[config.mk]
export PLATFORM = sky130hd
export DESIGN_NAME = csr_core_top
export DESIGN_NICKNAME = d
export VERILOG_FILES = /design/src/hw/csr_pkg.sv /design/src/hw/csr_data.sv /design/src/hw/itr_ctrl.sv /design/src/hw/rsp_buffer.sv /design/src/hw/csr_unit.sv /design/src/hw/csr_core_top.sv
export SDC_FILE = /design/constraint.sdc
export NUM_CORES = 1
export LEC_CHECK = 0
export BUFFER_PORTS_ARGS = -buffer_cell sky130_fd_sc_hd__buf_2
export CAP_MARGIN = 10
export CORE_ASPECT_RATIO = 1.1
export CORE_MARGIN = 4
export CORE_UTILIZATION = 25
export CTS_CLUSTER_DIAMETER = 100
export DETAILED_ROUTE_END_ITERATION = 10
export HOLD_SLACK_MARGIN = 0.03
export SLEW_MARGIN = 20
export SYNTH_ARGS = -nofsm -noshare
export SYNTH_HDL_FRONTEND = slang
export SYNTH_SLANG_ARGS = --single-unit
[constraint.sdc]
create_clock -name clk -period 8.45 [get_ports clk]
set_clock_uncertainty 0.15 [all_clocks]
set_input_delay 0.845 -clock clk [delete_from_list [all_inputs] [get_ports clk]]
set_output_delay 0.845 -clock clk [all_outputs]
set_load 0.01 [all_outputs]
[src/hw/csr_pkg.sv]
// shared sizes and CSR address map
// operation encoding for CSR instructions
// request, response and interrupt bus structs

package csr_pkg;

    // datapath and core sizing
    localparam int xlen          = 32;
    localparam int num_lanes     = 4;
    localparam int num_warps     = 4;
    localparam int nw_bits       = $clog2(num_warps);
    localparam int nt_bits       = $clog2(num_lanes);
    localparam int core_id       = 1;
    localparam int csr_addr_bits = 12;
    localparam int num_irq       = 4;

    // CSR address map
    localparam logic [csr_addr_bits-1:0] csr_fcsr      = 12'h003;
    localparam logic [csr_addr_bits-1:0] csr_mscratch  = 12'h340;
    localparam logic [csr_addr_bits-1:0] csr_mcycle    = 12'hB00;
    localparam logic [csr_addr_bits-1:0] csr_mhartid   = 12'hF14;
    localparam logic [csr_addr_bits-1:0] csr_thread_id = 12'hCC0;

    // interrupt controller window, end is exclusive
    localparam logic [csr_addr_bits-1:0] itr_ctrl_begin = 12'h7C0;
    localparam logic [csr_addr_bits-1:0] itr_ctrl_end   = 12'h7C2;

    // CSR instruction flavours
    typedef enum logic [1:0] {
        csr_rw = 2'd0,
        csr_rs = 2'd1,
        csr_rc = 2'd2
    } csr_op_e;

    // issue stage to CSR unit
    typedef struct packed {
        logic [nw_bits-1:0]       wid;
        logic [num_lanes-1:0]     tmask;
        logic [xlen-1:0]          pc;
        logic [4:0]               rd;
        logic                     wb;
        csr_op_e                  op;
        logic                     use_imm;
        logic [csr_addr_bits-1:0] addr;
        logic [4:0]               imm;
        // lane 0 only
        logic [xlen-1:0]          rs1;
    } csr_req_t;

    // CSR unit to commit stage
    typedef struct packed {
        logic [nw_bits-1:0]                 wid;
        logic [num_lanes-1:0]               tmask;
        logic [xlen-1:0]                    pc;
        logic [4:0]                         rd;
        logic                               wb;
        logic [num_lanes-1:0][xlen-1:0]     data;
    } csr_rsp_t;

    // write port into the interrupt controller
    typedef struct packed {
        logic            write_enable;
        // low address bit picks pending over enable
        logic            sel_pending;
        logic [xlen-1:0] write_data;
    } itr_bus_t;

endpackage

[src/hw/csr_data.sv]
// CSR storage for mscratch, fcsr and the mcycle counter
// combinational read port split into rw and ro words
// single write port, read-only and unknown addresses ignored

module csr_data import csr_pkg::*; (
    input  logic                     clk,
    input  logic                     reset,

    input  logic [csr_addr_bits-1:0] read_addr,
    output logic [xlen-1:0]          read_data_ro,
    output logic [xlen-1:0]          read_data_rw,

    input  logic                     write_enable,
    input  logic [csr_addr_bits-1:0] write_addr,
    input  logic [xlen-1:0]          write_data
);

    logic [xlen-1:0] mscratch_q;
    // floating point control, only the low byte exists
    logic [7:0]      fcsr_q;
    logic [xlen-1:0] mcycle_q;

    // register updates
    always_ff @(posedge clk) begin
        if (reset) begin
            mscratch_q <= '0;
            fcsr_q     <= '0;
            mcycle_q   <= '0;
        end else begin
            // free running
            mcycle_q <= mcycle_q + xlen'(1);

            if (write_enable) begin
                case (write_addr)
                    csr_mscratch: begin
                        mscratch_q <= write_data;
                    end
                    csr_fcsr: begin
                        fcsr_q <= write_data[7:0];
                    end
                    default: begin
                        // mcycle and unknown addresses drop the write
                    end
                endcase
            end
        end
    end

    // read decode
    always_comb begin
        read_data_rw = '0;
        read_data_ro = '0;
        case (read_addr)
            csr_mscratch: begin
                read_data_rw = mscratch_q;
            end
            csr_fcsr: begin
                read_data_rw = xlen'(fcsr_q);
            end
            csr_mcycle: begin
                read_data_ro = mcycle_q;
            end
            default: begin
                // unknown reads as zero on both ports
            end
        endcase
    end

endmodule

[src/hw/itr_ctrl.sv]
// interrupt enable and sticky pending registers
// external irq capture and registered interrupt request

module itr_ctrl import csr_pkg::*; (
    input  logic               clk,
    input  logic               reset,

    input  logic [num_irq-1:0] irq_lines,
    input  itr_bus_t           bus,

    output logic [num_irq-1:0] enable_q,
    output logic [num_irq-1:0] pending_q,
    output logic               itr_req
);

    logic               wr_enable;
    logic               wr_pending;
    logic [num_irq-1:0] wr_bits;

    assign wr_enable  = bus.write_enable && !bus.sel_pending;
    assign wr_pending = bus.write_enable && bus.sel_pending;
    // only the low bits map onto irq lines
    assign wr_bits    = bus.write_data[num_irq-1:0];

    always_ff @(posedge clk) begin
        if (reset) begin
            enable_q <= '0;
        end else if (wr_enable) begin
            enable_q <= wr_bits;
        end
    end

    // pending bits stick until software clears them
    // a line still high during the write wins over the clear
    always_ff @(posedge clk) begin
        if (reset) begin
            pending_q <= '0;
        end else if (wr_pending) begin
            pending_q <= wr_bits | irq_lines;
        end else begin
            pending_q <= pending_q | irq_lines;
        end
    end

    // request follows the register state one edge later
    always_ff @(posedge clk) begin
        if (reset) begin
            itr_req <= 1'b0;
        end else begin
            itr_req <= |(pending_q & enable_q);
        end
    end

endmodule

[src/hw/rsp_buffer.sv]
// two entry elastic buffer for CSR responses
// valid/ready on both sides with registered outputs

module rsp_buffer import csr_pkg::*; (
    input  logic     clk,
    input  logic     reset,

    input  logic     valid_in,
    output logic     ready_in,
    input  csr_rsp_t data_in,

    output logic     valid_out,
    output csr_rsp_t data_out,
    input  logic     ready_out
);

    // slot0 is the head and drives the output
    csr_rsp_t   slot0;
    csr_rsp_t   slot1;
    logic [1:0] count;
    logic       push;
    logic       pop;

    assign ready_in  = (count != 2'd2);
    assign valid_out = (count != 2'd0);
    assign data_out  = slot0;

    assign push = valid_in && ready_in;
    assign pop  = valid_out && ready_out;

    always_ff @(posedge clk) begin
        if (reset) begin
            count <= 2'd0;
        end else begin
            count <= count + 2'(push) - 2'(pop);
        end
    end

    // payload moves only
    always_ff @(posedge clk) begin
        case (count)
            2'd0: begin
                if (push) begin
                    slot0 <= data_in;
                end
            end
            2'd1: begin
                if (push && pop) begin
                    slot0 <= data_in;
                end else if (push) begin
                    slot1 <= data_in;
                end
            end
            default: begin
                // full, advance the second entry
                if (pop) begin
                    slot0 <= slot1;
                end
            end
        endcase
    end

endmodule

[src/hw/csr_unit.sv]
// CSR execution unit
// request gating on the scheduler, address decode and per-lane ids
// read-modify-write merge, warp unlock and response formation

module csr_unit import csr_pkg::*; (
    input  logic               clk,
    input  logic               reset,

    input  logic               req_valid,
    input  csr_req_t           req,
    output logic               req_ready,
    input  logic               no_pending,

    output logic               rsp_valid,
    output csr_rsp_t           rsp,
    input  logic               rsp_ready,

    output logic               unlock,
    output logic [nw_bits-1:0] unlock_wid,

    output itr_bus_t           itr_bus,
    input  logic [num_irq-1:0] itr_enable,
    input  logic [num_irq-1:0] itr_pending
);

    logic                           buf_ready;
    logic                           req_gated;
    logic                           req_fire;
    logic                           itr_sel;
    logic [xlen-1:0]                read_data_ro;
    logic [xlen-1:0]                read_data_rw;
    logic [xlen-1:0]                itr_word;
    logic [xlen-1:0]                old_value;
    logic [xlen-1:0]                src_value;
    logic [xlen-1:0]                new_value;
    logic                           wr_allowed;
    logic [num_lanes-1:0][xlen-1:0] hart_id;
    logic [num_lanes-1:0][xlen-1:0] lane_data;
    csr_rsp_t                       rsp_in;

    // hold the warp until all its earlier instructions retire
    assign req_gated = req_valid && no_pending;
    assign req_ready = buf_ready && no_pending;
    assign req_fire  = req_valid && req_ready;

    // every request is a single packet so each acceptance unlocks
    assign unlock     = req_fire;
    assign unlock_wid = req.wid;

    assign itr_sel = (req.addr >= itr_ctrl_begin) && (req.addr < itr_ctrl_end);

    csr_data csr_data_i (
        .clk          (clk),
        .reset        (reset),
        .read_addr    (req.addr),
        .read_data_ro (read_data_ro),
        .read_data_rw (read_data_rw),
        .write_enable (req_fire && wr_allowed && !itr_sel),
        .write_addr   (req.addr),
        .write_data   (new_value)
    );

    // global hart id per lane
    for (genvar i = 0; i < num_lanes; i++) begin : g_lane_ids
        assign hart_id[i] = (xlen'(core_id) << (nw_bits + nt_bits))
                          + (xlen'(req.wid) << nt_bits)
                          + xlen'(i);
    end

    assign itr_word = req.addr[0] ? xlen'(itr_pending) : xlen'(itr_enable);

    always_comb begin
        for (int i = 0; i < num_lanes; i++) begin
            if (itr_sel) begin
                lane_data[i] = itr_word;
            end else if (req.addr == csr_thread_id) begin
                lane_data[i] = xlen'(i);
            end else if (req.addr == csr_mhartid) begin
                lane_data[i] = hart_id[i];
            end else begin
                lane_data[i] = read_data_ro | read_data_rw;
            end
        end
    end

    // write side
    assign src_value = req.use_imm ? xlen'(req.imm) : req.rs1;
    assign old_value = itr_sel ? itr_word : read_data_rw;

    always_comb begin
        case (req.op)
            csr_rw:  new_value = src_value;
            csr_rs:  new_value = old_value | src_value;
            csr_rc:  new_value = old_value & ~src_value;
            default: new_value = old_value;
        endcase
    end

    // set or clear with nothing to set or clear leaves the CSR alone
    assign wr_allowed = (req.op == csr_rw) || (src_value != '0);

    assign itr_bus.write_enable = req_fire && wr_allowed && itr_sel;
    assign itr_bus.sel_pending  = req.addr[0];
    assign itr_bus.write_data   = new_value;

    // response toward commit
    always_comb begin
        rsp_in.wid   = req.wid;
        rsp_in.tmask = req.tmask;
        rsp_in.pc    = req.pc;
        rsp_in.rd    = req.rd;
        rsp_in.wb    = req.wb;
        rsp_in.data  = lane_data;
    end

    rsp_buffer rsp_buffer_i (
        .clk       (clk),
        .reset     (reset),
        .valid_in  (req_gated),
        .ready_in  (buf_ready),
        .data_in   (rsp_in),
        .valid_out (rsp_valid),
        .data_out  (rsp),
        .ready_out (rsp_ready)
    );

endmodule

[src/hw/csr_core_top.sv]
// core level wrapper for the CSR path
// CSR unit plus its interrupt controller

module csr_core_top import csr_pkg::*; (
    input  logic               clk,
    input  logic               reset,

    input  logic               req_valid,
    input  csr_req_t           req,
    output logic               req_ready,
    input  logic               no_pending,
    input  logic [num_irq-1:0] irq_lines,

    output logic               rsp_valid,
    output csr_rsp_t           rsp,
    input  logic               rsp_ready,

    output logic               unlock,
    output logic [nw_bits-1:0] unlock_wid,
    output logic               itr_req
);

    itr_bus_t           itr_bus;
    logic [num_irq-1:0] itr_enable;
    logic [num_irq-1:0] itr_pending;

    csr_unit csr_unit_i (
        .clk         (clk),
        .reset       (reset),
        .req_valid   (req_valid),
        .req         (req),
        .req_ready   (req_ready),
        .no_pending  (no_pending),
        .rsp_valid   (rsp_valid),
        .rsp         (rsp),
        .rsp_ready   (rsp_ready),
        .unlock      (unlock),
        .unlock_wid  (unlock_wid),
        .itr_bus     (itr_bus),
        .itr_enable  (itr_enable),
        .itr_pending (itr_pending)
    );

    // one controller per core
    itr_ctrl itr_ctrl_i (
        .clk       (clk),
        .reset     (reset),
        .irq_lines (irq_lines),
        .bus       (itr_bus),
        .enable_q  (itr_enable),
        .pending_q (itr_pending),
        .itr_req   (itr_req)
    );

endmodule

* Word-level counts from Yosys, hierarchy flattened
Cells that the tools add are included.
** Operators by class
- Mux-type cells :: 23
- Equality and inequality tests :: 11
- Reduce and logical (&&, ||, !) cells :: 25
- Shifts and indexed selects :: 0
- Add/sub/neg operators :: 7
- Div/mod/pow operators :: 0
- Order comparisons :: 2
- Bitwise logic cells :: 8
- $mul :: 0
** Operators by type and width (count)
- 2-to-1 mux 172 bit :: 3
- 2-to-1 mux 32 bit :: 15
- case mux 172 bit (2 select lines) :: 1
- case mux 32 bit (3 select lines) :: 1
- adder 32 x 1 -> 32 bit (second input constant) :: 2
- adder 32 x 2 -> 32 bit (second input constant) :: 2
- bitwise OR 32 bit :: 2
- case mux 32 bit (2 select lines) :: 1
- == test 12 bit (second input constant) :: 3
- AND 32 bit :: 1
- NOT 32 bit :: 1
- nonzero test 32 bit :: 1
- == test 12 x 10 -> 1 bit (second input constant) :: 1
- == test 12 x 2 -> 1 bit (second input constant) :: 1
- >= comparator 12 x 11 -> 1 bit (second input constant) :: 1
- logical AND 1 bit :: 12
- less-than comparator 12 x 11 -> 1 bit (second input constant) :: 1
- 2-to-1 mux 4 bit :: 2
- bitwise OR 4 bit :: 2
- adder 5 x 4 -> 6 bit (first input constant) :: 1
- inequality test 2 bit (second input constant) :: 3
- AND reduction 3 bit :: 2
- AND 4 bit :: 1
- == test 2 x 1 -> 1 bit (second input constant) :: 2
- 11 further kinds :: 14
** Storage, ports and cells
- Register bits after elaboration :: 427
- Memory bits (read-only) :: 0
- Bits in writable memories :: 0
- Bits in latches :: 0
- Memories kept :: 0
- Output and inout bits :: 178
- Bits of input ports :: 105
- Logic and storage cells :: 101

* Logic depth before layout (Yosys ltp)
Gate-level depths: netlist of the first run.
- Word-level depth :: 8
- Mapped depth :: 10
- Depth with buffers taken out :: 9

* Hierarchy
A second synthesis of the first run with hierarchy kept.
** Second synthesis, totals
- Cell total of the unflattened synthesis :: 1194
- Area total of the unflattened synthesis :: 18142.4 µm²
** Modules (own cells, without submodules)
- rsp_buffer :: area each 13097.6 µm², cells an instance 558, seq. area each 10369.9 µm², times used 1
- csr_data :: area each 3400.8 µm², cells an instance 386, seq. area each 1441.4 µm², times used 1
- csr_unit :: area each 1277.5 µm², cells an instance 213, seq. area each 0.0 µm², times used 1
- itr_ctrl :: area each 366.6 µm², cells an instance 37, seq. area each 180.2 µm², times used 1

* Least setup slack after synthesis of the first run
OpenSTA, ideal clock, no wires.
- Path kind :: input -> register
- Start :: input port no_pending
- End :: register csr_unit_i.rsp_buffer_i.slot0, in the netlist csr_unit_i.rsp_buffer_i.data_out[0] (enable)
- Buffers on the path :: 0
- Arrival :: 7084 ps
- Library setup time :: 622 ps
- Cell stages on the path :: 6
- Slack :: 594 ps
- Path through :: inv_1 or3_1 inv_1 ha_1 a21oi_1 o21ai_0
** On the way
- Longest elaborated chain between the ends :: 5
- Elaborated cells between the ends (all ways) :: 6
** Ends and longest elaborated chain
- start, declared :: line csr_core_top.sv:11 : input logic no_pending,
- logical AND 1 bit (*) :: line csr_unit.sv:42 : assign req_gated = req_valid && no_pending;
- logical AND 1 bit (*) :: line rsp_buffer.sv:28 : assign push = valid_in && ready_in;
- logical AND 1 bit :: line rsp_buffer.sv:48 : if (push && pop) begin
- inequality test 2 bit (no source line)
- AND reduction 3 bit (no source line) (*)
- end signal, assigned :: line rsp_buffer.sv:44 : slot0 <= data_in;
- end signal, assigned :: line rsp_buffer.sv:49 : slot0 <= data_in;
- end signal, assigned :: line rsp_buffer.sv:57 : slot0 <= slot1;
- end, declared :: line rsp_buffer.sv:18 : csr_rsp_t slot0;
Mark *: on every way between the ends. The rest lies on a longest branch, timed or not.
A chain may end at the register's enable or synchronous reset.

* Final worst setup path of the first run
- Start :: register csr_unit_i.rsp_buffer_i.count[1]
- End :: register csr_unit_i.rsp_buffer_i.slot0, in the netlist csr_unit_i.rsp_buffer_i.data_out[65] (enable)
** On the way
- Longest elaborated chain between the ends :: 5
- Elaborated cells between the ends (all ways) :: 11
** Ends and longest elaborated chain
- start, declared :: line rsp_buffer.sv:20 : logic [1:0] count;
- start signal, assigned :: line rsp_buffer.sv:35 : count <= count + 2'(push) - 2'(pop);
- inequality test 2 bit / nonzero test 2 bit (equally long branches) :: line rsp_buffer.sv:24, rsp_buffer.sv:25
- logical AND 1 bit, on equally long branches :: line rsp_buffer.sv:28, rsp_buffer.sv:29
- logical AND 1 bit :: line rsp_buffer.sv:48
- inequality test 2 bit (no source line)
- AND reduction 3 bit (no source line) (*)
Marked as above.

==> results of run 1 <==
-- cell type report --
type	instances	area, µm²	share of cell area [%]
Sequential cell	239	6350	47.1
Multi-Input combinational cell	564	4040	29.9
Timing Repair Buffer	293	1500	11.1
Tap cell	581	727	5.39
Clock buffer	32	652	4.83
Clock inverter	12	136	1.01
Inverter	18	67.6	0.501
Antenna cell	8	20.0	0.148
-- layer usage --
layer | GRT usage [%] | up-vias | part of all wire, %
met1 | 15.5 | 3933 | 43
met3 | 2.69 | 58 | 6.8
met5 | 0 | - | 0.18
met4 | 4.67 | 8 | 3.4
met2 | 19.7 | 260 | 47
li1 | - | 3852 | -
-- flip-flops by register name, indices dropped and copies added (netlist names) --
| name | cells |
|---|---|
| itr_ctrl_i.pending_q | 4 |
| itr_ctrl_i.itr_req | 1 |
| csr_unit_i.csr_data_i.mscratch_q | 32 |
| csr_unit_i.rsp_buffer_i.slot1 | 78 |
| itr_ctrl_i.enable_q | 4 |
| csr_unit_i.rsp_buffer_i.count | 2 |
| csr_unit_i.csr_data_i.mcycle_q | 32 |
| csr_unit_i.csr_data_i.fcsr_q | 8 |
| csr_unit_i.rsp_buffer_i.data_out | 78 |
-- where the power goes --
group / switching [W] / internal, W
Sequential: 0.0000748 / 0.00146
Combinational: 0.000504 / 0.000325
Clock: 0.000441 / 0.000634
Total: 0.00102 / 0.00242
-- per-stage QoR --
stage / instances / area (µm²) / hold WS [ns] / setup WS [ns]
after CTS: 1739 / 13500 / 0.322 / 5.07
after global routing: 1743 / 13500 / 0.338 / 4.92
after floorplan: 976 / 11400 / 0.279 / 0.594
final: 1747 / 13500 / 0.322 / 5.15
after detailed placement: 1695 / 12700 / 0.307 / 4.56
after global placement: 1695 / 12700 / 0.302 / 4.63
-- worst reg2reg max path, cell delays in order, from the launching register on --
cell	delay [ns]
dfxtp_4	0.37
nor2b_1	0.17
or3_1	0.39
inv_1	0.13
ha_1	0.15
a21oi_1	0.09
o21ai_4	0.62
buf_4	0.75
-- logic make-up (layout without fill, tap and decap cells) --
kind of cell	after synthesis	count (layout)	synth area share, %
AND/OR/NAND/NOR	207	207	9.50
multiplexers	104	104	10.1
XOR/XNOR	29	29	2.23
adder cells (fa/ha/maj)	5	5	0.550
AO/OA/AOI/OAI	219	219	12.8
buffers and inverters	173	355	9.00
flip-flops	239	239	55.8
other	0	8	0
-- Yosys cell counts (11+ instances only) --
master    count
a211o_1      25
a21boi_0     27
a21oi_1      34
a22o_1       24
a22oi_1      12
buf_4        96
clkbuf_1     46
dfxtp_1      83
edfxtp_1    156
inv_1        18
mux2_2       83
mux2i_1      21
nand2_1      55
nand2b_1     12
nand4_1      13
nor2_1       49
nor2b_1      12
nor4_1       11
o21ai_0      72
or3_1        12
xnor2_1      11
xor2_1       18
-- path summary, 6_finish.rpt --
path / to / cells after the start / from
setup / recovery: csr_unit_i.rsp_buffer_i.data_out[65] / 7 / csr_unit_i.rsp_buffer_i.count[1]
hold / removal: csr_unit_i.csr_data_i.mcycle_q[0] / 1 / csr_unit_i.csr_data_i.mcycle_q[0]
setup reg to reg: csr_unit_i.rsp_buffer_i.data_out[65] / 7 / csr_unit_i.rsp_buffer_i.count[1]
hold reg to reg: csr_unit_i.csr_data_i.mcycle_q[0] / 1 / csr_unit_i.csr_data_i.mcycle_q[0]
-- cells in the final DEF, fill, tap and decap left out, types with 6 or more instances in the layout --
cell and n:
nor4_1 11, nor2b_1 12, a21boi_0 27, a21oi_1 34
clkbuf_1 7, clkbuf_16 25, nor3_1 6, mux2i_1 21
a22o_1 24, dfxtp_1 82, nand2_1 55, xor2_1 18
mux2_2 83, buf_2 282, o21ai_0 71, diode_2 8
or3_1 12, xnor2_1 11, inv_1 18, nor2_1 47
buf_4 9, nand2b_1 12, nand3_1 9, a22oi_1 12
edfxtp_1 156, a211o_1 25, nand4_1 13
==> metrics.md, run 1 <==
| Metric | Value |
|---|---|
| Post-synth EDFFs | `156` |
| Post-synth top area cell | `edfxtp_1` |
| Via Count | `around 8,000` |
| Top cells by area, synth | `edfxtp_1 (41%), dfxtp_1 (15%), mux2_2 (8.2%)` |
| Num rows | `81` |
| CTS Buf Count | `25` |
| Root buf cell | `clkbuf_16` |
| Filler instances | `4,540` |
| Asr flop ratio synth | `0%` |
| Post-synthesis net count | `1,086` |
| Crit path DAT | `3.30 ns` |
| Clock slew at reported path FFs | `0.06 ns` |
| Residual DRC count | `0` |
| GP Congestion | `between 0.7 and 0.8` |
| Status | `finished clean` |
| Setup violations, final | `0` |
| Unrepaired setup endpoints after global routing | `no` |
| Final slew viol count | `0` |
| Peak fanout along the critical path | `between 50 and 60` |
| First-pass GRT wire length | `roughly 47 mm` |
| Initial antenna violation count | `13` |
| # nets final | `1,251` |
| Clock sink total | `239` |
| Sequential share of the synthesized area | `55.8%` |
| Overall power | `~0.0034 W` |
| GRT overflow | `0` |
| Final period util | `between 30% and 40%` |
| Required @ worst endpoint | `8.44 ns` |
| DP HPWL | `22.2 mm` |
| Die X | `211 µm` |
| IO Port Bufs | `282` |
| CTS tree | `yes` |
| Crit. End Element | `flop` |
| Detailed Route WL | `around 31 mm` |
| Largest net degree at the start of global routing | `82` |
| Initial core utilization | `25.4%` |
| Area of the core | `0.0447 mm²` |
| DR pass1 iterations | `5` |
| Fin Setup TNS | `0 ns` |
| I/O pins | `283` |
| Leakage | `4.98 nW` |
| Post-CTS setup buffers | `0` |
| Critical setup path kind | `flop to flop` |
| Htree depth | `1` |
| Fmax | `0.303 GHz` |
| Vias in the first global route | `7,991` |
| Pwr Density | `~250 mW/mm²` |
| Die ar. | `0.0489 mm²` |
| Worst vdd ir | `187 µV` |
| Final hold viol count | `0` |
| Measured slew at the worst slew-check pin | `around 1.1 ns` |
| Gate count after technology mapping | `976` |
| Area Overhead vs Synth | `18.7%` |
| Layout cells sized above 1 | `36.6%` |
| 1st-iter DRT viols | `roughly 470` |
| ANT nets after route | `0` |
| Avg Vias per Cell | `4.64` |
| Cts hold-fix bufs | `0` |
| Slew margin rel. | `between 20% and 30%` |
| Distinct cells, synth | `54` |
| Reg2Reg Setup Slack | `5.15 ns` |
| Cell area after synthesis | `0.0114 mm²` |
| Synth Register Bits | `239` |
| Critical path startpoint category | `flop` |
| CP max stage delay | `0.74 ns` |
| Resize count post-CTS | `0` |
| Die H | `~230 µm` |
| Crit path max-delay cell type | `buf_4` |
| Yosys top cell area share | `~41%` |
| Buf/Inv on CP | `2` |
| Synth Area per Inst | `approximately 12 µm²` |
| Synth warn | `0` |
| Total GRT Usage | `12.0%` |
| Clock Tree Buf Depth | `3` |
| Max cap viols | `0` |
| Crit path cell chain | `nor2b_1 -> or3_1 -> inv_1 -> ha_1 -> a21oi_1 -> o21ai_4 -> buf_4` |
| Avg WL per Cell | `between 15 and 20 µm` |
| Clock Latency Late Sink | `~0.52 ns` |
| Post-synth top flop | `edfxtp_1` |
| Final Critical Period | `3.30 ns` |
| Post-Route Utilization | `30.2%` |
| Delay-heaviest family, CP | `buffers and inverters` |
| Hold Crit Class | `flop to flop` |
Power figures use the tool's default switching activity.
==> inputs of run 2 (changes only) <==
Settings changed: ABC_AREA set to 1.
Clock period 8.45 ns to 2.73 ns, I/O delays scaled along.
==> metrics.md, run 2 <==
| Metric | Value |
|---|---|
| Status | `finished clean` |
| Reg2Reg Setup Slack | `0.50 ns (-4.65 ns)` |
| Grt met2 use | `21.1% (+1.3 points)` |
| Filler instances | `4,919 (+8.3%)` |
| Multiplexer share of the synthesized area | `0% (-10 points)` |
| Crit. End Element | `flop` |
| Synth Register Bits | `239 (unchanged)` |
| Synth Area in Simple Gates | `26.0% (+16 points)` |
| Switch Pwr | `0.00444 W (+340%)` |
| Pwr Density | `851 mW/mm² (+230%)` |
| Comb power frac | `30.7% (+6.6 points)` |
| Internal Power | `0.00832 W (+240%)` |
| Crit path DAT | `2.54 ns (-0.76 ns)` |
| First-pass GRT wire length | `52.9 mm (+13%)` |
| Measured slew at the worst slew-check pin | `0.911 ns (-0.162 ns)` |
| DR pass1 iterations | `5 (unchanged)` |
| Most frequent cells in the layout | `nand2_1 (461), buf_2 (282), nor2_1 (190)` |
| Register Area | `0.00635 mm² (about the same)` |
| Post-synth top area cell | `edfxtp_1` |
| DP HPWL | `24.6 mm (+11%)` |
| IO Port Bufs | `282 (unchanged)` |
| Die X | `216 µm (+2.1%)` |
| Top cells by area, synth | `edfxtp_1 (39%), nand2_1 (15%), dfxtp_1 (14%)` |
| Post-synthesis net count | `1,541 (+42%)` |
| Worst Setup Slack, final | `0.495 ns (-4.65 ns)` |
| Gate count after technology mapping | `1,431 (+47%)` |
| Cell area after synthesis | `0.0119 mm² (+4.3%)` |
| Overall power | `0.0128 W (+270%)` |
| Hold path depth | `5 (+4)` |
| Root buf cell | `clkbuf_16` |
| CP startpoint | `csr_unit_i.csr_data_i.mcycle_q[0]` |
| Residual DRC count | `0 (unchanged)` |
| Grt met1 use | `16.8% (+1.3 points)` |
| Multi-input gate area | `0.00415 mm² (+2.8%)` |
| Synth Area in Adders | `0.527% (-0.023 points)` |
| Num rows | `83 (+2.5%)` |
| Count leader, synth | `nand2_1` |
| Synth warn | `0 (unchanged)` |
| Post-synth EDFFs | `156 (unchanged)` |
| Synth Area per Inst | `8.29 µm² (-29%)` |
| Distinct cells, synth | `38 (-30%)` |
| Clock sink total | `239 (unchanged)` |
| Max cap viols | `0 (unchanged)` |
| Unrepaired setup endpoints after global routing | `no` |
| Leakage | `6.64 nW (+33%)` |
| GP Congestion | `0.900 (+14%)` |
| Hold slack | `0.0736 ns (-0.248 ns)` |
| Area Overhead vs Synth | `26.4%` |
| Final period util | `81.9% (+43 points)` |
| # nets final | `1,799 (+44%)` |
| Critical setup path kind | `flop to flop` |
| Worst vdd ir | `416 µV (+120%)` |
| Yosys top cell area share | `39.5% (-1.7 points)` |
| Post-synth top flop | `edfxtp_1` |
| Initial core utilization | `25.3% (-0.11 points)` |
| Total GRT Usage | `12.7% (+0.64 points)` |
| I/O pins | `283 (unchanged)` |
| Complex-gate fraction of the synthesized area | `7.50% (-5.3 points)` |
| Avg Vias per Cell | `4.30 (-7.4%)` |
| Slew margin rel. | `39.3% (+11 points)` |
| Reg2reg start | `csr_unit_i.csr_data_i.mcycle_q[0]` |
| CTS tree | `yes` |
| Power share of the clock group | `27.6% (-3.7 points)` |
| Via Count | `10,088 (+24%)` |
| Post-Route Utilization | `32.0% (+1.8 points)` |
| Clock Tree Buf Depth | `3 (unchanged)` |
| Initial antenna violation count | `0 (-13)` |
| Clock slew at reported path FFs | `0.06 ns (about the same)` |
| Die ar. | `0.0510 mm² (+4.2%)` |
| R2R depth | `9 (+2)` |
| Vias in the first global route | `9,712 (+22%)` |
| ANT cells | `0 (-8)` |
| Setup violations, final | `0 (unchanged)` |
| Most common cell after layout, fill and taps aside | `nand2_1` |
| Critical path startpoint category | `flop` |
| Switching Fraction | `34.8% (+5.2 points)` |
| Met3 Resource Use GR | `2.16% (-0.53 points)` |
| Commonest cells post-synth | `nand2_1 (462), nor2_1 (193), edfxtp_1 (156)` |
| Final slew viol count | `0 (unchanged)` |
| Area of the core | `0.0468 mm² (+4.8%)` |
| Required @ worst endpoint | `3.03 ns (-5.41 ns)` |
| Detailed Route WL | `34.2 mm (+9.6%)` |
| Synth Area in XOR/XNOR | `0.295% (-1.9 points)` |
| Most crowded layer after global routing | `met2` |
| Main combinational cell family by area after synthesis | `simple AND/OR/NAND/NOR gates` |
| Clock Latency Late Sink | `0.56 ns (+0.04 ns)` |
| Place WS | `0.218 ns (-4.35 ns)` |
| Final hold viol count | `0 (unchanged)` |
| Layout cells sized above 1 | `21.9% (-15 points)` |
| CTS Buf Count | `28 (+12%)` |
| Crit path to | `csr_unit_i.csr_data_i.mcycle_q[30]` |
| Asr flop ratio synth | `0% (unchanged)` |
| Sequential fraction of design power | `41.7% (-2.9 points)` |
| ANT nets after route | `0 (unchanged)` |
| Hold Crit Class | `input pin to flop` |
| Fmax | `0.448 GHz (+48%)` |
| Die H | `236 µm (+2.1%)` |
| Reg-to-Reg End | `csr_unit_i.csr_data_i.mcycle_q[30]` |
| Avg WL per Cell | `14.6 µm (-18%)` |
| 1st-iter DRT viols | `756 (+62%)` |
| Htree depth | `1 (unchanged)` |
| Peak fanout along the critical path | `5 (-92%)` |
| Final Critical Period | `2.23 ns (-1.07 ns)` |
| GRT overflow | `0 (unchanged)` |
| Largest net degree at the start of global routing | `81 (-1.2%)` |
| Sequential share of the synthesized area | `53.5% (-2.3 points)` |
run 2: cell count changes in the layout (fill, tap and decap cells not counted), moves of 21 or more:
cell,delta
nor3_1,+22
a21boi_0,-27
dlygate4sd3_1,+69
o32ai_1,+24
nand3_1,+31
o22ai_1,+21
o21ai_0,-39
mux2i_1,-21
a22o_1,-24
mux2_2,-83
nor2_1,+143
inv_1,+105
nand2_1,+406
a211o_1,-25
run 2: worst min-delay path by stage:
stage                                      startpoint                                    to  slack, ns
CTS                                           req[24]  csr_unit_i.csr_data_i.mscratch_q[24]       0.03
global route                                  req[24]  csr_unit_i.csr_data_i.mscratch_q[24]        0.1
finish                                        req[24]  csr_unit_i.csr_data_i.mscratch_q[24]       0.07
detailed placement  csr_unit_i.csr_data_i.mcycle_q[0]     csr_unit_i.csr_data_i.mcycle_q[0]       0.31
global placement    csr_unit_i.csr_data_i.mcycle_q[0]     csr_unit_i.csr_data_i.mcycle_q[0]       0.29
floorplan                                     req[52]    csr_unit_i.rsp_buffer_i.slot1[128]       0.22
run 2: critical path, stage by stage (launching register included):
cell and delay [ns]:
dfxtp_1 0.38, ha_1 0.20, nand3_1 0.15, nor2_1 0.22, nand4_1 0.23, nor2_1 0.20, nand3_1 0.22, nor2_1 0.19
a21oi_1 0.08, o21a_1 0.12
run 2: repair_timing:
action | CTS | global route
setup endpoints to repair | 0 | 0
setup buffers | 0 | 0
hold buffers | 69 | 0
hold endpoints to repair | 115 | 0
gates resized for setup | 0 | 0
run 2: logic make-up after synthesis:
family / Yosys count
xor gates and xnor gates: 4
buffers and inverters: 277
and+or+nand+nor: 762
DFF: 239
adders and majority gates: 5
AOI/OAI and AO/OA: 144
run 2: layout make-up:
cell class	instances	share of cell area, %
tap	637	5.32
timing repair buffer	377	15.7
inverter	128	3.22
clock inverter	17	0.868
multi-input combinational	915	27.7
sequential	239	42.4
clock buffer	34	4.82
run 2: per-stage QoR:
step	setup TNS [ns]	area, µm²	cells
final	0	15000	2347
after global placement	0	13400	2227
after floorplan	-13.96	12000	1431
after global routing	0	15000	2347
after detailed placement	0	13400	2227
after CTS	0	15000	2347
run 2: routing by layer:
| metal | vias up | part of all wire (%) |
|---|---|---|
| li1 | 5090 | - |
| met1 | 4630 | 46 |
| met2 | 313 | 46 |
| met3 | 55 | 5.7 |
| met4 | 0 | 2.6 |
| met5 | - | 0 |
run 2: power groups by stage:
stage                     combinational [W]  clock, W  sequential [W]
after global placement              0.00391         0         0.00539
final                               0.00392   0.00352         0.00532
after global routing                0.00427   0.00380         0.00544
after floorplan                     0.00254         0         0.00567
after detailed placement            0.00392         0         0.00543
after CTS                           0.00400   0.00365         0.00535
